===== config.mk =====
export PLATFORM = sky130hd
export DESIGN_NAME = processor
export DESIGN_NICKNAME = d
export VERILOG_FILES = /design/src/source/cpu_pkg.sv /design/src/source/decode_unit.sv /design/src/source/execute_unit.sv /design/src/source/fetch_unit.sv /design/src/source/memory_unit.sv /design/src/source/processor.sv
export SDC_FILE = /design/constraint.sdc
export NUM_CORES = 2
export LEC_CHECK = 0
export ABC_AREA = 0
export BUFFER_PORTS_ARGS = -buffer_cell sky130_fd_sc_hd__buf_2
export CAP_MARGIN = 20
export CORE_MARGIN = 5
export CORE_UTILIZATION = 40
export CTS_BUF_LIST = sky130_fd_sc_hd__clkbuf_8
export DETAILED_ROUTE_END_ITERATION = 10
export PLACE_DENSITY = 0.57
export SKIP_LAST_GASP = 1
export SYNTH_ARGS = -nofsm -noshare
export SYNTH_HDL_FRONTEND = slang
export SYNTH_SLANG_ARGS = --single-unit

===== constraint.sdc =====
create_clock -name clk -period 9.5 [get_ports clk]
set_clock_uncertainty 0.1 [all_clocks]
set_input_delay 2.375 -clock clk [delete_from_list [all_inputs] [get_ports clk]]
set_output_delay 2.375 -clock clk [all_outputs]
set_load 0.02 [all_outputs]

===== src/source/cpu_pkg.sv =====
package cpu_pkg;

  // widths of the datapath and of the instruction fields
  localparam int DATA_W     = 16;
  localparam int INST_W     = 16;
  localparam int REG_ADDR_W = 3;
  localparam int PC_W       = 8;
  localparam int IMM_W      = 6;
  localparam int NUM_REGS   = 8;

  typedef logic [DATA_W-1:0]     data_t;
  typedef logic [INST_W-1:0]     inst_t;
  typedef logic [REG_ADDR_W-1:0] reg_addr_t;
  typedef logic [PC_W-1:0]       pc_t;
  typedef logic [IMM_W-1:0]      imm_t;

  // codes not listed here decode as a no-op
  typedef enum logic [3:0] {
    op_add  = 4'h0,
    op_sub  = 4'h1,
    op_and  = 4'h2,
    op_or   = 4'h3,
    op_slt  = 4'h4,
    op_addi = 4'h5,
    op_lw   = 4'h6,
    op_sw   = 4'h7,
    op_beq  = 4'h8,
    op_jmp  = 4'h9,
    op_halt = 4'hf
  } opcode_t;

  typedef enum logic [2:0] {
    alu_add = 3'd0,
    alu_sub = 3'd1,
    alu_and = 3'd2,
    alu_or  = 3'd3,
    alu_slt = 3'd4
  } alu_op_t;

  //////////////////////////////////////////////////
  // instruction field extraction

  function automatic opcode_t inst_opcode(input inst_t inst);
    return opcode_t'(inst[15:12]);
  endfunction

  function automatic reg_addr_t inst_rs(input inst_t inst);
    return inst[11:9];
  endfunction

  function automatic reg_addr_t inst_rt(input inst_t inst);
    return inst[8:6];
  endfunction

  function automatic reg_addr_t inst_rd(input inst_t inst);
    return inst[5:3];
  endfunction

  function automatic imm_t inst_imm(input inst_t inst);
    return inst[5:0];
  endfunction

  function automatic data_t sign_ext(input imm_t imm);
    return {{(DATA_W-IMM_W){imm[IMM_W-1]}}, imm};
  endfunction

endpackage


===== src/source/decode_unit.sv =====
`timescale 1ns/100ps

module decode_unit
  import cpu_pkg::*;
(
  input  logic      clk,
  input  logic      rst,
  input  inst_t     if_inst,
  input  pc_t       if_pc,
  input  logic      if_valid,
  input  logic      branch_taken,
  input  logic      wb_reg_write,
  input  reg_addr_t wb_reg,
  input  data_t     wb_data,
  output logic      stall,
  output logic      halt_seen,
  output logic      jump_taken,
  output pc_t       jump_target,
  output logic      ex_valid,
  output opcode_t   ex_op,
  output alu_op_t   ex_alu_op,
  output reg_addr_t ex_rs,
  output reg_addr_t ex_rt,
  output reg_addr_t ex_dst,
  output data_t     ex_rs_data,
  output data_t     ex_rt_data,
  output data_t     ex_imm,
  output pc_t       ex_pc,
  output logic      ex_reg_write,
  output logic      ex_mem_read,
  output logic      ex_mem_write,
  output logic      ex_halt
);

  data_t     regs [NUM_REGS];
  opcode_t   op;
  reg_addr_t rs;
  reg_addr_t rt;
  reg_addr_t rd;
  imm_t      imm;
  alu_op_t   alu_op;
  reg_addr_t dst;
  logic      reg_write;
  logic      mem_read;
  logic      mem_write;
  logic      is_halt;
  logic      uses_rs;
  logic      uses_rt;
  data_t     rs_data;
  data_t     rt_data;
  logic      bubble;

  assign op  = inst_opcode(if_inst);
  assign rs  = inst_rs(if_inst);
  assign rt  = inst_rt(if_inst);
  assign rd  = inst_rd(if_inst);
  assign imm = inst_imm(if_inst);

  always_comb begin
    case (op)
      op_sub, op_beq: alu_op = alu_sub;
      op_and:         alu_op = alu_and;
      op_or:          alu_op = alu_or;
      op_slt:         alu_op = alu_slt;
      default:        alu_op = alu_add;
    endcase
  end

  // control decode, I form writes rt
  always_comb begin
    dst       = rt;
    reg_write = 1'b0;
    mem_read  = 1'b0;
    mem_write = 1'b0;
    is_halt   = 1'b0;
    uses_rs   = 1'b0;
    uses_rt   = 1'b0;
    case (op)
      op_add, op_sub, op_and, op_or, op_slt: begin
        dst       = rd;
        reg_write = 1'b1;
        uses_rs   = 1'b1;
        uses_rt   = 1'b1;
      end
      op_addi: begin
        reg_write = 1'b1;
        uses_rs   = 1'b1;
      end
      op_lw: begin
        reg_write = 1'b1;
        mem_read  = 1'b1;
        uses_rs   = 1'b1;
      end
      op_sw: begin
        mem_write = 1'b1;
        uses_rs   = 1'b1;
        uses_rt   = 1'b1;
      end
      op_beq: begin
        uses_rs = 1'b1;
        uses_rt = 1'b1;
      end
      op_halt: is_halt = 1'b1;
      default: begin
      end
    endcase
    // r0 is hardwired, so its writes never retire
    if (dst == '0) begin
      reg_write = 1'b0;
    end
  end

  //////////////////////////////////////////////////
  // register file, write-first on the retiring value

  always_ff @(posedge clk) begin
    if (wb_reg_write) begin
      regs[wb_reg] <= wb_data;
    end
  end

  assign rs_data = (rs == '0) ? '0 :
                   (wb_reg_write && wb_reg == rs) ? wb_data : regs[rs];
  assign rt_data = (rt == '0) ? '0 :
                   (wb_reg_write && wb_reg == rt) ? wb_data : regs[rt];

  // load in ID/EX feeding this instruction needs one bubble
  assign stall = if_valid && ex_valid && ex_mem_read &&
                 ((uses_rs && ex_rt == rs) || (uses_rt && ex_rt == rt));

  assign halt_seen   = if_valid && is_halt;
  assign jump_taken  = if_valid && op == op_jmp;
  assign jump_target = if_inst[PC_W-1:0];
  assign bubble      = !if_valid || stall || branch_taken;

  //////////////////////////////////////////////////
  // ID/EX register

  always_ff @(posedge clk) begin
    if (rst || bubble) begin
      ex_valid     <= 1'b0;
      ex_reg_write <= 1'b0;
      ex_mem_read  <= 1'b0;
      ex_mem_write <= 1'b0;
      ex_halt      <= 1'b0;
    end else begin
      ex_valid     <= 1'b1;
      ex_reg_write <= reg_write;
      ex_mem_read  <= mem_read;
      ex_mem_write <= mem_write;
      ex_halt      <= is_halt;
    end
  end

  always_ff @(posedge clk) begin
    ex_op      <= op;
    ex_alu_op  <= alu_op;
    ex_rs      <= rs;
    ex_rt      <= rt;
    ex_dst     <= dst;
    ex_rs_data <= rs_data;
    ex_rt_data <= rt_data;
    ex_imm     <= sign_ext(imm);
    ex_pc      <= if_pc;
  end

endmodule


===== src/source/execute_unit.sv =====
`timescale 1ns/100ps

module execute_unit
  import cpu_pkg::*;
(
  input  logic      clk,
  input  logic      rst,
  input  logic      ex_valid,
  input  opcode_t   ex_op,
  input  alu_op_t   ex_alu_op,
  input  reg_addr_t ex_rs,
  input  reg_addr_t ex_rt,
  input  reg_addr_t ex_dst,
  input  data_t     ex_rs_data,
  input  data_t     ex_rt_data,
  input  data_t     ex_imm,
  input  pc_t       ex_pc,
  input  logic      ex_reg_write,
  input  logic      ex_mem_read,
  input  logic      ex_mem_write,
  input  logic      ex_halt,
  input  logic      wb_reg_write,
  input  reg_addr_t wb_reg,
  input  data_t     wb_data,
  output logic      branch_taken,
  output pc_t       branch_target,
  output logic      mem_valid,
  output data_t     mem_alu_result,
  output data_t     mem_store_data,
  output reg_addr_t mem_dst,
  output logic      mem_reg_write,
  output logic      mem_mem_read,
  output logic      mem_mem_write,
  output logic      mem_halt
);

  data_t op_a;
  data_t rt_value;
  data_t op_b;
  data_t alu_result;
  logic  use_imm;

  // youngest producer wins, r0 never forwards
  function automatic data_t select_operand(
    input reg_addr_t src,
    input data_t     reg_value,
    input logic      mem_we,
    input reg_addr_t mem_reg,
    input data_t     mem_value,
    input logic      wb_we,
    input reg_addr_t wb_addr,
    input data_t     wb_value
  );
    if (mem_we && mem_reg != '0 && mem_reg == src) begin
      return mem_value;
    end else if (wb_we && wb_addr != '0 && wb_addr == src) begin
      return wb_value;
    end
    return reg_value;
  endfunction

  assign op_a = select_operand(ex_rs, ex_rs_data, mem_reg_write, mem_dst,
                               mem_alu_result, wb_reg_write, wb_reg, wb_data);
  assign rt_value = select_operand(ex_rt, ex_rt_data, mem_reg_write, mem_dst,
                                   mem_alu_result, wb_reg_write, wb_reg, wb_data);

  // addi, lw and sw take the immediate as second operand
  assign use_imm = ex_op inside {op_addi, op_lw, op_sw};
  assign op_b    = use_imm ? ex_imm : rt_value;

  always_comb begin
    case (ex_alu_op)
      alu_sub: alu_result = op_a - op_b;
      alu_and: alu_result = op_a & op_b;
      alu_or:  alu_result = op_a | op_b;
      alu_slt: alu_result = data_t'($signed(op_a) < $signed(op_b));
      default: alu_result = op_a + op_b;
    endcase
  end

  //////////////////////////////////////////////////
  // branch resolution, target relative to the next pc

  assign branch_taken  = ex_valid && ex_op == op_beq && op_a == rt_value;
  assign branch_target = ex_pc + pc_t'(1) + ex_imm[PC_W-1:0];

  //////////////////////////////////////////////////
  // EX/MEM register

  always_ff @(posedge clk) begin
    if (rst) begin
      mem_valid     <= 1'b0;
      mem_reg_write <= 1'b0;
      mem_mem_read  <= 1'b0;
      mem_mem_write <= 1'b0;
      mem_halt      <= 1'b0;
    end else begin
      mem_valid     <= ex_valid;
      mem_reg_write <= ex_reg_write;
      mem_mem_read  <= ex_mem_read;
      mem_mem_write <= ex_mem_write;
      mem_halt      <= ex_halt;
    end
  end

  always_ff @(posedge clk) begin
    mem_alu_result <= alu_result;
    mem_store_data <= rt_value;
    mem_dst        <= ex_dst;
  end

endmodule


===== src/source/fetch_unit.sv =====
`timescale 1ns/100ps

module fetch_unit
  import cpu_pkg::*;
#(
  parameter int IMEM_DEPTH = 64
) (
  input  logic  clk,
  input  logic  rst,
  input  logic  imem_we,
  input  pc_t   imem_addr,
  input  inst_t imem_data,
  input  logic  stall,
  input  logic  halt_seen,
  input  logic  jump_taken,
  input  pc_t   jump_target,
  input  logic  branch_taken,
  input  pc_t   branch_target,
  output inst_t if_inst,
  output pc_t   if_pc,
  output logic  if_valid
);

  localparam int IMEM_AW = $clog2(IMEM_DEPTH);

  inst_t imem [IMEM_DEPTH];
  pc_t   pc;
  logic  stopped;
  logic  hold;

  // host write port on the instruction array
  always_ff @(posedge clk) begin
    if (imem_we) begin
      imem[imem_addr[IMEM_AW-1:0]] <= imem_data;
    end
  end

  // once a halt is decoded on the right path, fetch stays frozen until reset
  always_ff @(posedge clk) begin
    if (rst) begin
      stopped <= 1'b0;
    end else if (halt_seen && !branch_taken) begin
      stopped <= 1'b1;
    end
  end

  assign hold = stall || halt_seen || stopped;

  // next pc, older branch first
  always_ff @(posedge clk) begin
    if (rst) begin
      pc <= '0;
    end else if (branch_taken) begin
      pc <= branch_target;
    end else if (jump_taken) begin
      pc <= jump_target;
    end else if (!hold) begin
      pc <= pc + pc_t'(1);
    end
  end

  //////////////////////////////////////////////////
  // IF/ID register

  always_ff @(posedge clk) begin
    if (rst || branch_taken || jump_taken) begin
      if_valid <= 1'b0;
    end else if (!stall) begin
      if_valid <= !(halt_seen || stopped);
    end
  end

  always_ff @(posedge clk) begin
    if (!stall) begin
      if_inst <= imem[pc[IMEM_AW-1:0]];
      if_pc   <= pc;
    end
  end

endmodule


===== src/source/memory_unit.sv =====
`timescale 1ns/100ps

module memory_unit
  import cpu_pkg::*;
#(
  parameter int DMEM_DEPTH = 64
) (
  input  logic      clk,
  input  logic      rst,
  input  logic      mem_valid,
  input  data_t     mem_alu_result,
  input  data_t     mem_store_data,
  input  reg_addr_t mem_dst,
  input  logic      mem_reg_write,
  input  logic      mem_mem_read,
  input  logic      mem_mem_write,
  input  logic      mem_halt,
  output logic      wb_valid,
  output logic      wb_reg_write,
  output reg_addr_t wb_reg,
  output data_t     wb_data,
  output logic      halted
);

  localparam int DMEM_AW = $clog2(DMEM_DEPTH);

  data_t              dmem [DMEM_DEPTH];
  logic [DMEM_AW-1:0] addr;
  data_t              load_data;
  data_t              wb_alu;
  logic               wb_is_load;

  // word address from the low bits of the alu result
  assign addr = mem_alu_result[DMEM_AW-1:0];

  // read is registered, lining up with MEM/WB
  always_ff @(posedge clk) begin
    if (mem_valid && mem_mem_write) begin
      dmem[addr] <= mem_store_data;
    end
    load_data <= dmem[addr];
  end

  //////////////////////////////////////////////////
  // MEM/WB register

  always_ff @(posedge clk) begin
    if (rst) begin
      wb_valid     <= 1'b0;
      wb_reg_write <= 1'b0;
      halted       <= 1'b0;
    end else begin
      wb_valid     <= mem_valid && mem_reg_write;
      wb_reg_write <= mem_reg_write;
      if (mem_valid && mem_halt) begin
        halted <= 1'b1;
      end
    end
  end

  always_ff @(posedge clk) begin
    wb_reg     <= mem_dst;
    wb_alu     <= mem_alu_result;
    wb_is_load <= mem_mem_read;
  end

  assign wb_data = wb_is_load ? load_data : wb_alu;

endmodule


===== src/source/processor.sv =====
`timescale 1ns/100ps

module processor
  import cpu_pkg::*;
#(
  parameter int IMEM_DEPTH = 64,
  parameter int DMEM_DEPTH = 64
) (
  input  logic      clk,
  input  logic      rst,
  input  logic      imem_we,
  input  pc_t       imem_addr,
  input  inst_t     imem_data,
  output logic      wb_valid,
  output reg_addr_t wb_reg,
  output data_t     wb_data,
  output logic      halted
);

  // IF/ID and fetch redirects
  inst_t     if_inst;
  pc_t       if_pc;
  logic      if_valid;
  logic      stall;
  logic      halt_seen;
  logic      jump_taken;
  pc_t       jump_target;
  logic      branch_taken;
  pc_t       branch_target;

  // ID/EX
  logic      ex_valid;
  opcode_t   ex_op;
  alu_op_t   ex_alu_op;
  reg_addr_t ex_rs;
  reg_addr_t ex_rt;
  reg_addr_t ex_dst;
  data_t     ex_rs_data;
  data_t     ex_rt_data;
  data_t     ex_imm;
  pc_t       ex_pc;
  logic      ex_reg_write;
  logic      ex_mem_read;
  logic      ex_mem_write;
  logic      ex_halt;

  // EX/MEM
  logic      mem_valid;
  data_t     mem_alu_result;
  data_t     mem_store_data;
  reg_addr_t mem_dst;
  logic      mem_reg_write;
  logic      mem_mem_read;
  logic      mem_mem_write;
  logic      mem_halt;

  // writeback bus, also fed back to decode and execute
  logic      wb_reg_write;

  //////////////////////////////////////////////////
  // fetch

  fetch_unit #(.IMEM_DEPTH(IMEM_DEPTH)) fetch (.*);

  //////////////////////////////////////////////////
  // decode

  decode_unit decode (.*);

  //////////////////////////////////////////////////
  // execute

  execute_unit execute (.*);

  //////////////////////////////////////////////////
  // memory and writeback

  memory_unit #(.DMEM_DEPTH(DMEM_DEPTH)) memory (.*);

endmodule


After elaboration in Yosys (flattened, before gate mapping)
Memory sizes are Yosys's and may differ from the RTL's. A register that Yosys moved wholly into a read port is not among the register bits.
Index checks and enable logic that the tools add are counted.
{"block": "totals", "out_inout_bits": 21, "mem_bits_rw": 2176, "mem_count": 3, "inputBits": 27, "elab_cells": 143, "reg_bits": 116}
{"block": "classes", "n_eq_ne": 26, "add_sub_neg": 5, "muxes": 31, "bitwise": 2, "n_lt_le_gt_ge": 1, "n_reduce_logical": 45}
{"memory": "fetch.imem", "depth": 64, "word_bits": 16, "rd": 1, "rd_clocked_by_memory_dff": 1, "write_ports": 1, "line_no": "fetch_unit.sv:26", "text": "inst_t imem [IMEM_DEPTH];"}
{"memory": "memory.dmem", "depth": 64, "word_bits": 16, "rd": 1, "rd_clocked_by_memory_dff": 1, "write_ports": 1, "line_no": "memory_unit.sv:27", "text": "data_t dmem [DMEM_DEPTH];"}
{"memory": "decode.regs", "depth": 8, "word_bits": 16, "rd": 2, "rd_clocked_by_memory_dff": 2, "write_ports": 1, "line_no": "decode_unit.sv:35", "text": "data_t regs [NUM_REGS];"}
{"op": "16-bit two-way mux", "n": 8}
{"op": "16-bit one-hot mux with 4 select lines", "n": 1}
{"op": "4-bit by 3-bit == test with 1-bit output, second input constant", "n": 7}
{"op": "8-bit two-way mux", "n": 3}
{"op": "1-bit logical AND", "n": 19}
{"op": "3-bit == test", "n": 6}
{"op": "1-bit two-way mux", "n": 17}
{"op": "16-bit adder", "n": 1}
{"op": "8-bit by 1-bit adder with 8-bit output, second input constant", "n": 2}
{"op": "16-bit AND", "n": 1}
{"op": "16-bit == test", "n": 1}
{"op": "4-bit == test, second input constant", "n": 4}
{"op": "16-bit less-than comparator", "n": 1}
{"op": "16-bit OR", "n": 1}
{"op": "16-bit subtractor", "n": 1}
{"op": "7-bit OR reduction", "n": 2}
{"op": "3-bit one-hot mux with 4 select lines", "n": 1}
{"op": "3-bit zero test", "n": 3}
{"op": "1-bit logical OR", "n": 9}
{"op": "3-bit nonzero test", "n": 3}
{"op": "9-bit OR reduction", "n": 1}
{"op": "8-bit adder", "n": 1}
{"op": "4-bit by 2-bit == test with 1-bit output, second input constant", "n": 2}
{"op": "3-bit by 2-bit == test with 1-bit output, second input constant", "n": 2}
{"op": "other kinds (9)", "n": 13}

Depth between registers and ports, before layout
{"block": "logic_depth", "depth_word": 11, "mapped_depth": 22, "depth_no_buf": 20}

By module
From an unflattened synthesis, not the netlist that was laid out.
{"block": "hier_totals", "cells_unflattened": 5351, "area_unflattened_um2": 94797.2}
{"mod": "memory_unit", "cells_each": 2372, "area_each_um2": 41157.0, "n_inst": 1}
{"mod": "fetch_unit", "cells_each": 1833, "area_each_um2": 40905.5, "n_inst": 1}
{"mod": "decode_unit", "cells_each": 542, "area_each_um2": 8097.8, "n_inst": 1}
{"mod": "execute_unit", "cells_each": 604, "area_each_um2": 4636.9, "n_inst": 1}

Least setup slack after synthesis
No wires, ideal clock.
{"block": "synth_timing", "path_type": "register to register", "startpoint": "reg memory.wb_reg[0]", "endpoint": "reg execute.mem_alu_result[13]", "period_less_slack_ns": 4.549, "path_slack_ns": 4.951, "required_time_ns": 9.276, "setup_time_ns": 0.124, "stages_incl_launch_ff": 21, "arrival_ns": 4.325, "cell_sequence": "dfxtp_1 -> buf_4 -> o31ai_4 -> nor4_2 -> buf_4 -> mux2i_1 -> o21ai_0 -> nor2_1 -> nor2_1 -> ha_1 -> clkbuf_1 -> inv_1 -> o21a_1 -> o21ba_2 -> a311o_1 -> a2111oi_1 -> nor2_1 -> o31ai_1 -> o22ai_1 -> nor2_1 -> o22ai_1"}
{"block": "synth_between", "elab_chain_len": 9, "word_cells_on_any_way": 18, "cone_classes": "add/sub: 2; eq/ne: 2; mux: 8; bitwise: 2; reduce/logical: 4"}
{"item": "start, declared", "line_no": "memory_unit.sv:20", "text": "output reg_addr_t wb_reg,"}
{"item": "start signal, assigned", "line_no": "memory_unit.sv:62", "text": "wb_reg <= mem_dst;"}
{"item": "3-bit nonzero test", "line_no": "execute_unit.sv:56", "text": "end else if (wb_we && wb_addr != '0 && wb_addr == src) begin"}
{"item": "1-bit logical AND", "line_no": "execute_unit.sv:56"}
{"item": "1-bit logical AND *", "line_no": "execute_unit.sv:56"}
{"item": "1-bit two-way mux *", "line_no": "execute_unit.sv:56"}
{"item": "1-bit two-way mux *", "line_no": "execute_unit.sv:54", "text": "if (mem_we && mem_reg != '0 && mem_reg == src) begin"}
{"item": "16-bit two-way mux *", "line_no": "execute_unit.sv:59", "text": "return reg_value;"}
{"item": "via execute.rt_value[6]", "line_no": "execute_unit.sv:38", "text": "data_t rt_value;"}
{"item": "16-bit two-way mux *", "line_no": "execute_unit.sv:69", "text": "assign op_b = use_imm ? ex_imm : rt_value;"}
{"item": "16-bit adder / 16-bit subtractor (equally long branches)", "line_no": "execute_unit.sv:77, execute_unit.sv:73"}
{"item": "16-bit one-hot mux with 4 select lines *", "line_no": "execute_unit.sv:72", "text": "case (ex_alu_op)"}
{"item": "via execute.alu_result[13]", "line_no": "execute_unit.sv:40", "text": "data_t alu_result;"}
{"item": "end signal, assigned", "line_no": "execute_unit.sv:107", "text": "mem_alu_result <= alu_result;"}
{"item": "end, declared", "line_no": "execute_unit.sv:28", "text": "output data_t mem_alu_result,"}
Mark *: on every way through the listed nets, which the timed path passes. The rest lies on a longest branch.
A chain may end at the register's enable or synchronous reset.

Worst setup path after layout
{"block": "layout_timing", "startpoint": "reg memory.wb_reg[0]", "endpoint": "reg execute.mem_alu_result[15]"}
The elaborated chain is that of the path after synthesis.

==> run summary <==
Max-cap violations in this run came to 0. The tools report the total number of nets in the final design as 5,183. The post-cts repair resize count was 0. Relative to the synthesized area, the layout overhead comes to 13.1%. The worst IR drop on VDD is 300 µV.

The number of placement rows is 174, and the post-layout minimum cycle time is 5.51 ns. The run gives 6.31 ns as the arrival time at the worst endpoint. In the finished design, the share of the clock period the worst path needs comes to 58.0%. The clock drives 2,350 sinks. The clock transition at the registers of the reported paths was 0.06 ns. Once routing completed, OpenROAD measured the worst setup slack at 3.99 ns. At the pin with the least slew margin, the transition time is 1.07 ns. Floorplan die area: 0.237 mm². The top routing layer in use is met5.

The worst-skew pair later-pin latency was 1.04 ns; the detailed-route wire length was 234,000 µm. The routed design uses 16,600 µm of met3 wire. Headroom to the max-slew limit came out at 28.2%. For the number of DRC violations after detailed routing, the log shows 0. The gate count after technology mapping was 4,744. The first-pass GRT wire length is 340,000 µm. The clock network burns 26.8% of the power. For the total congestion overflow, the log shows 0. Based on the critical path, the design can be clocked at up to 0.181 GHz.

For the starting utilization of the core area, the log shows 40.3%. The class of the most critical hold timing path is reg2reg. The overall die height works out to 486 µm. The worst hold path terminates at execute.mem_dst[0]$_DFF_P_.

The max-slew violation count was 0; the number of nets still failing antenna checks after routing was 0. The number of global-route vias before repair was 48,127. The worst setup path is of the reg2reg kind.

Data on the critical path is required at its endpoint by 10.30 ns. The count of buffers added on input and output ports is 45. The largest net degree at the start of global routing was 123. After clock tree synthesis, the flow added hold-fix buffers numbering 0. The proportion of register bits with asynchronous set or reset after synthesis was 0%; the proportion of power drawn by flip-flops and latches was 42.8%. At the end of routability-driven placement, the weighted congestion stood at 0.875.

Adding up every negative setup slack in the final design gives 0 ns. Cells with a size suffix above 1 make up 23.5% of the layout. Summing internal, switching and leakage power gives 0.0303 W. For the number of setup buffers added after CTS, the log shows 0. The placed cell area is 0.0955 mm². The tree is rooted in a sky130_fd_sc_hd__clkbuf_8. Once layout is done, the placed cells without fillers occupy 0.103 mm². Most used flip-flop cell after synthesis: sky130_fd_sc_hd__edfxtp_1. The count of flip-flops with a built-in enable after synthesis came out at 2,198. Tracing the worst setup path back leads to its startpoint at memory.wb_reg[0]$_DFF_P_. The internal power of the cells totals 0.0200 W. TritonCTS built the clock tree.

The logs give 8,393 for the final non-filler cell total and 5 for the number of levels in the clock H-tree. The global router's overall resource usage was 19.4%. The biggest area contributor in the post-synthesis netlist is sky130_fd_sc_hd__edfxtp_1. The highest net fanout along the worst path was 20. By count the netlist is led by sky130_fd_sc_hd__edfxtp_1, sky130_fd_sc_hd__mux4_2, sky130_fd_sc_hd__a22oi_1. The post-placement setup slack was 4.16 ns; the number of vias per cell after detailed routing was 5.71.

The routed length per instance is 27.9 µm, and the final count of negative-setup-slack endpoints is 0. The number of cells on the worst reg-to-reg path works out to 18. For the number of optimization iterations in the first detailed-route pass, the log shows 6.

Setup repair after global routing left no endpoint under its margin. The start point of the worst min-delay path is decode.ex_dst[0]$_DFF_P_. Wire length on met1: 102,000 µm. The endpoint kind of the worst setup timing path is a register. Synthesis produced a netlist with a net count of 4,828. The run finished with clean final reports. Yosys attributes the largest share of cell area to sky130_fd_sc_hd__edfxtp_1, sky130_fd_sc_hd__mux4_2, sky130_fd_sc_hd__dfxtp_1, sky130_fd_sc_hd__a22oi_1, sky130_fd_sc_hd__nor2_1.

For the deepest clock path buffer count, the log shows 4. The most used standard cell by instance count after synthesis was sky130_fd_sc_hd__edfxtp_1. The number of flip-flops and latches in the synthesized netlist is 2,350, and the area share of the largest cell type after synthesis is 72.7%. Cell area after synthesis: 0.0908 mm². STA classifies the critical path startpoint as a register. Initial antenna violation count: 11. Of the total power, the share spent switching nets is 34.1%. The die is 486 µm wide.

Number of buffers created by CTS: 397. During synthesis, Yosys emitted a total of 0 warnings. The synthesized area per cell was 19.1 µm²; the core region area was 0.225 mm². Wire segments on met2 add up to 109,000 µm in the final route.

In this run the power density over the cells is 295 mW/mm². The logs give 76.1% for the part of the Yosys area used for sequential elements and 0.0103 W for the switching power. The post-placement cell count was 7,683; the final-report hold violation count was 0. The setup slack of the most critical reg-to-reg path was 3.99 ns; the instance count along the most critical hold path was 0. After the first detailed-routing iteration, the DRC count stood at 5,135. The netlist uses 82 different library cells. In this run the critical register-to-register path is launched from memory.wb_reg[0]$_DFF_P_. The tools report the number of vias in the routed layout as 47,925. In this run the critical register-to-register path is captured at execute.mem_alu_result[15]$_DFF_P_. The detailed placer's ending HPWL was 130,000 µm; the power share of the combinational group was 30.4%. In this run the static leakage power is 32.5 nW.

The tools report the number of placed I/O pins as 48.
[metal layers]
| layer | up-vias | global-route usage (%) |
|---|---|---|
| li1 | 20498 | - |
| met1 | 25146 | 28.2 |
| met2 | 1880 | 30.1 |
| met3 | 399 | 3.60 |
| met4 | 2 | 6.06 |
| met5 | - | 0 |
[critical path: stages (launching register included)]
cell,delay [ns]
sky130_fd_sc_hd__dfxtp_1,0.67
sky130_fd_sc_hd__xor2_1,0.23
sky130_fd_sc_hd__nor4_4,0.29
sky130_fd_sc_hd__buf_4,0.35
sky130_fd_sc_hd__mux2i_1,0.46
sky130_fd_sc_hd__o21ai_0,0.19
sky130_fd_sc_hd__nor2_1,0.22
sky130_fd_sc_hd__nor2_1,0.12
sky130_fd_sc_hd__ha_1,0.31
sky130_fd_sc_hd__o21ba_2,0.15
sky130_fd_sc_hd__o21bai_1,0.10
sky130_fd_sc_hd__a21o_1,0.22
sky130_fd_sc_hd__a311o_1,0.35
sky130_fd_sc_hd__a2111oi_1,0.54
sky130_fd_sc_hd__nor2_1,0.14
sky130_fd_sc_hd__o31ai_1,0.45
sky130_fd_sc_hd__o21a_1,0.23
sky130_fd_sc_hd__a21oi_1,0.05
sky130_fd_sc_hd__o21ai_0,0.19
[final cells by class]
class / instances / area, µm²
fillers: 19267 / 123000
multi-input cells: 2046 / 20600
clock buffers: 415 / 5710
flip-flops and latches: 2350 / 69100
well taps: 2992 / 3740
inverters: 59 / 221
clock inverters: 280 / 1280
repair buffers: 245 / 1970
diodes: 6 / 15.0
[metrics by stage]
step           util, %  hold slack (ns)
2_1_floorplan        -            0.210
3_3_place_gp      42.3            0.216
3_5_place_dp      42.4            0.216
4_1_cts           45.5            0.192
5_1_grt           45.5            0.198
6_report          45.6            0.189
[cell families (layout without fill, tap and decap cells)]
logic type / count (synthesis) / after routing / synth area share [%]
AOI/OAI and AO/OA: 916 / 916 / 7.36
adders and majority gates: 57 / 57 / 0.811
other: 0 / 6 / 0
xor gates and xnor gates: 48 / 48 / 0.463
DFF: 2350 / 2350 / 76.1
and+or+nand+nor: 529 / 529 / 2.74
buffers and inverters: 348 / 999 / 1.50
muxes: 496 / 496 / 11.0
[cells in the final DEF, fill, tap and decap left out, drive strengths merged, types with 8 or more instances in the layout]
cell type and instances:
a211oi 39, a21o 14, a21oi 120, a221oi 79, a22o 68, a22oi 387
a31oi 60, a41oi 17, buf 245, clkbuf 415, clkinv 124, clkinvlp 10
dfxtp 152, edfxtp 2198, ha 54, inv 200, mux2 27, mux2i 69
mux4 400, nand2 82, nand2b 10, nand3 28, nand3b 8, nand4 67
nor2 257, nor2b 16, nor3 16, nor3b 9, o21ai 51, o221a 9
o22ai 24, xnor2 18, xor2 30
[power by group through the flow]
stage          clock network [W]  logic [W]  registers (W)
2_1_floorplan                  0    0.00565         0.0132
3_3_place_gp                   0    0.00906         0.0132
3_5_place_dp                   0    0.00919         0.0132
4_1_cts                  0.00828    0.00923         0.0130
5_1_grt                  0.00877    0.00984         0.0130
6_report                 0.00809    0.00921         0.0130
[worst max-delay path by stage]
stage                                         end  slack, ns  cells past startpoint
6_report       execute.mem_alu_result[15]$_DFF_P_       3.99                     18
5_1_grt        execute.mem_alu_result[15]$_DFF_P_       3.66                     19
4_1_cts                               wb_data[10]       4.01                      3
3_5_place_dp   execute.mem_alu_result[15]$_DFF_P_       4.16                     18
3_3_place_gp   execute.mem_alu_result[13]$_DFF_P_       4.27                     18
2_1_floorplan  execute.mem_alu_result[13]$_DFF_P_       4.95                     20
Power figures use the tool's default switching activity.
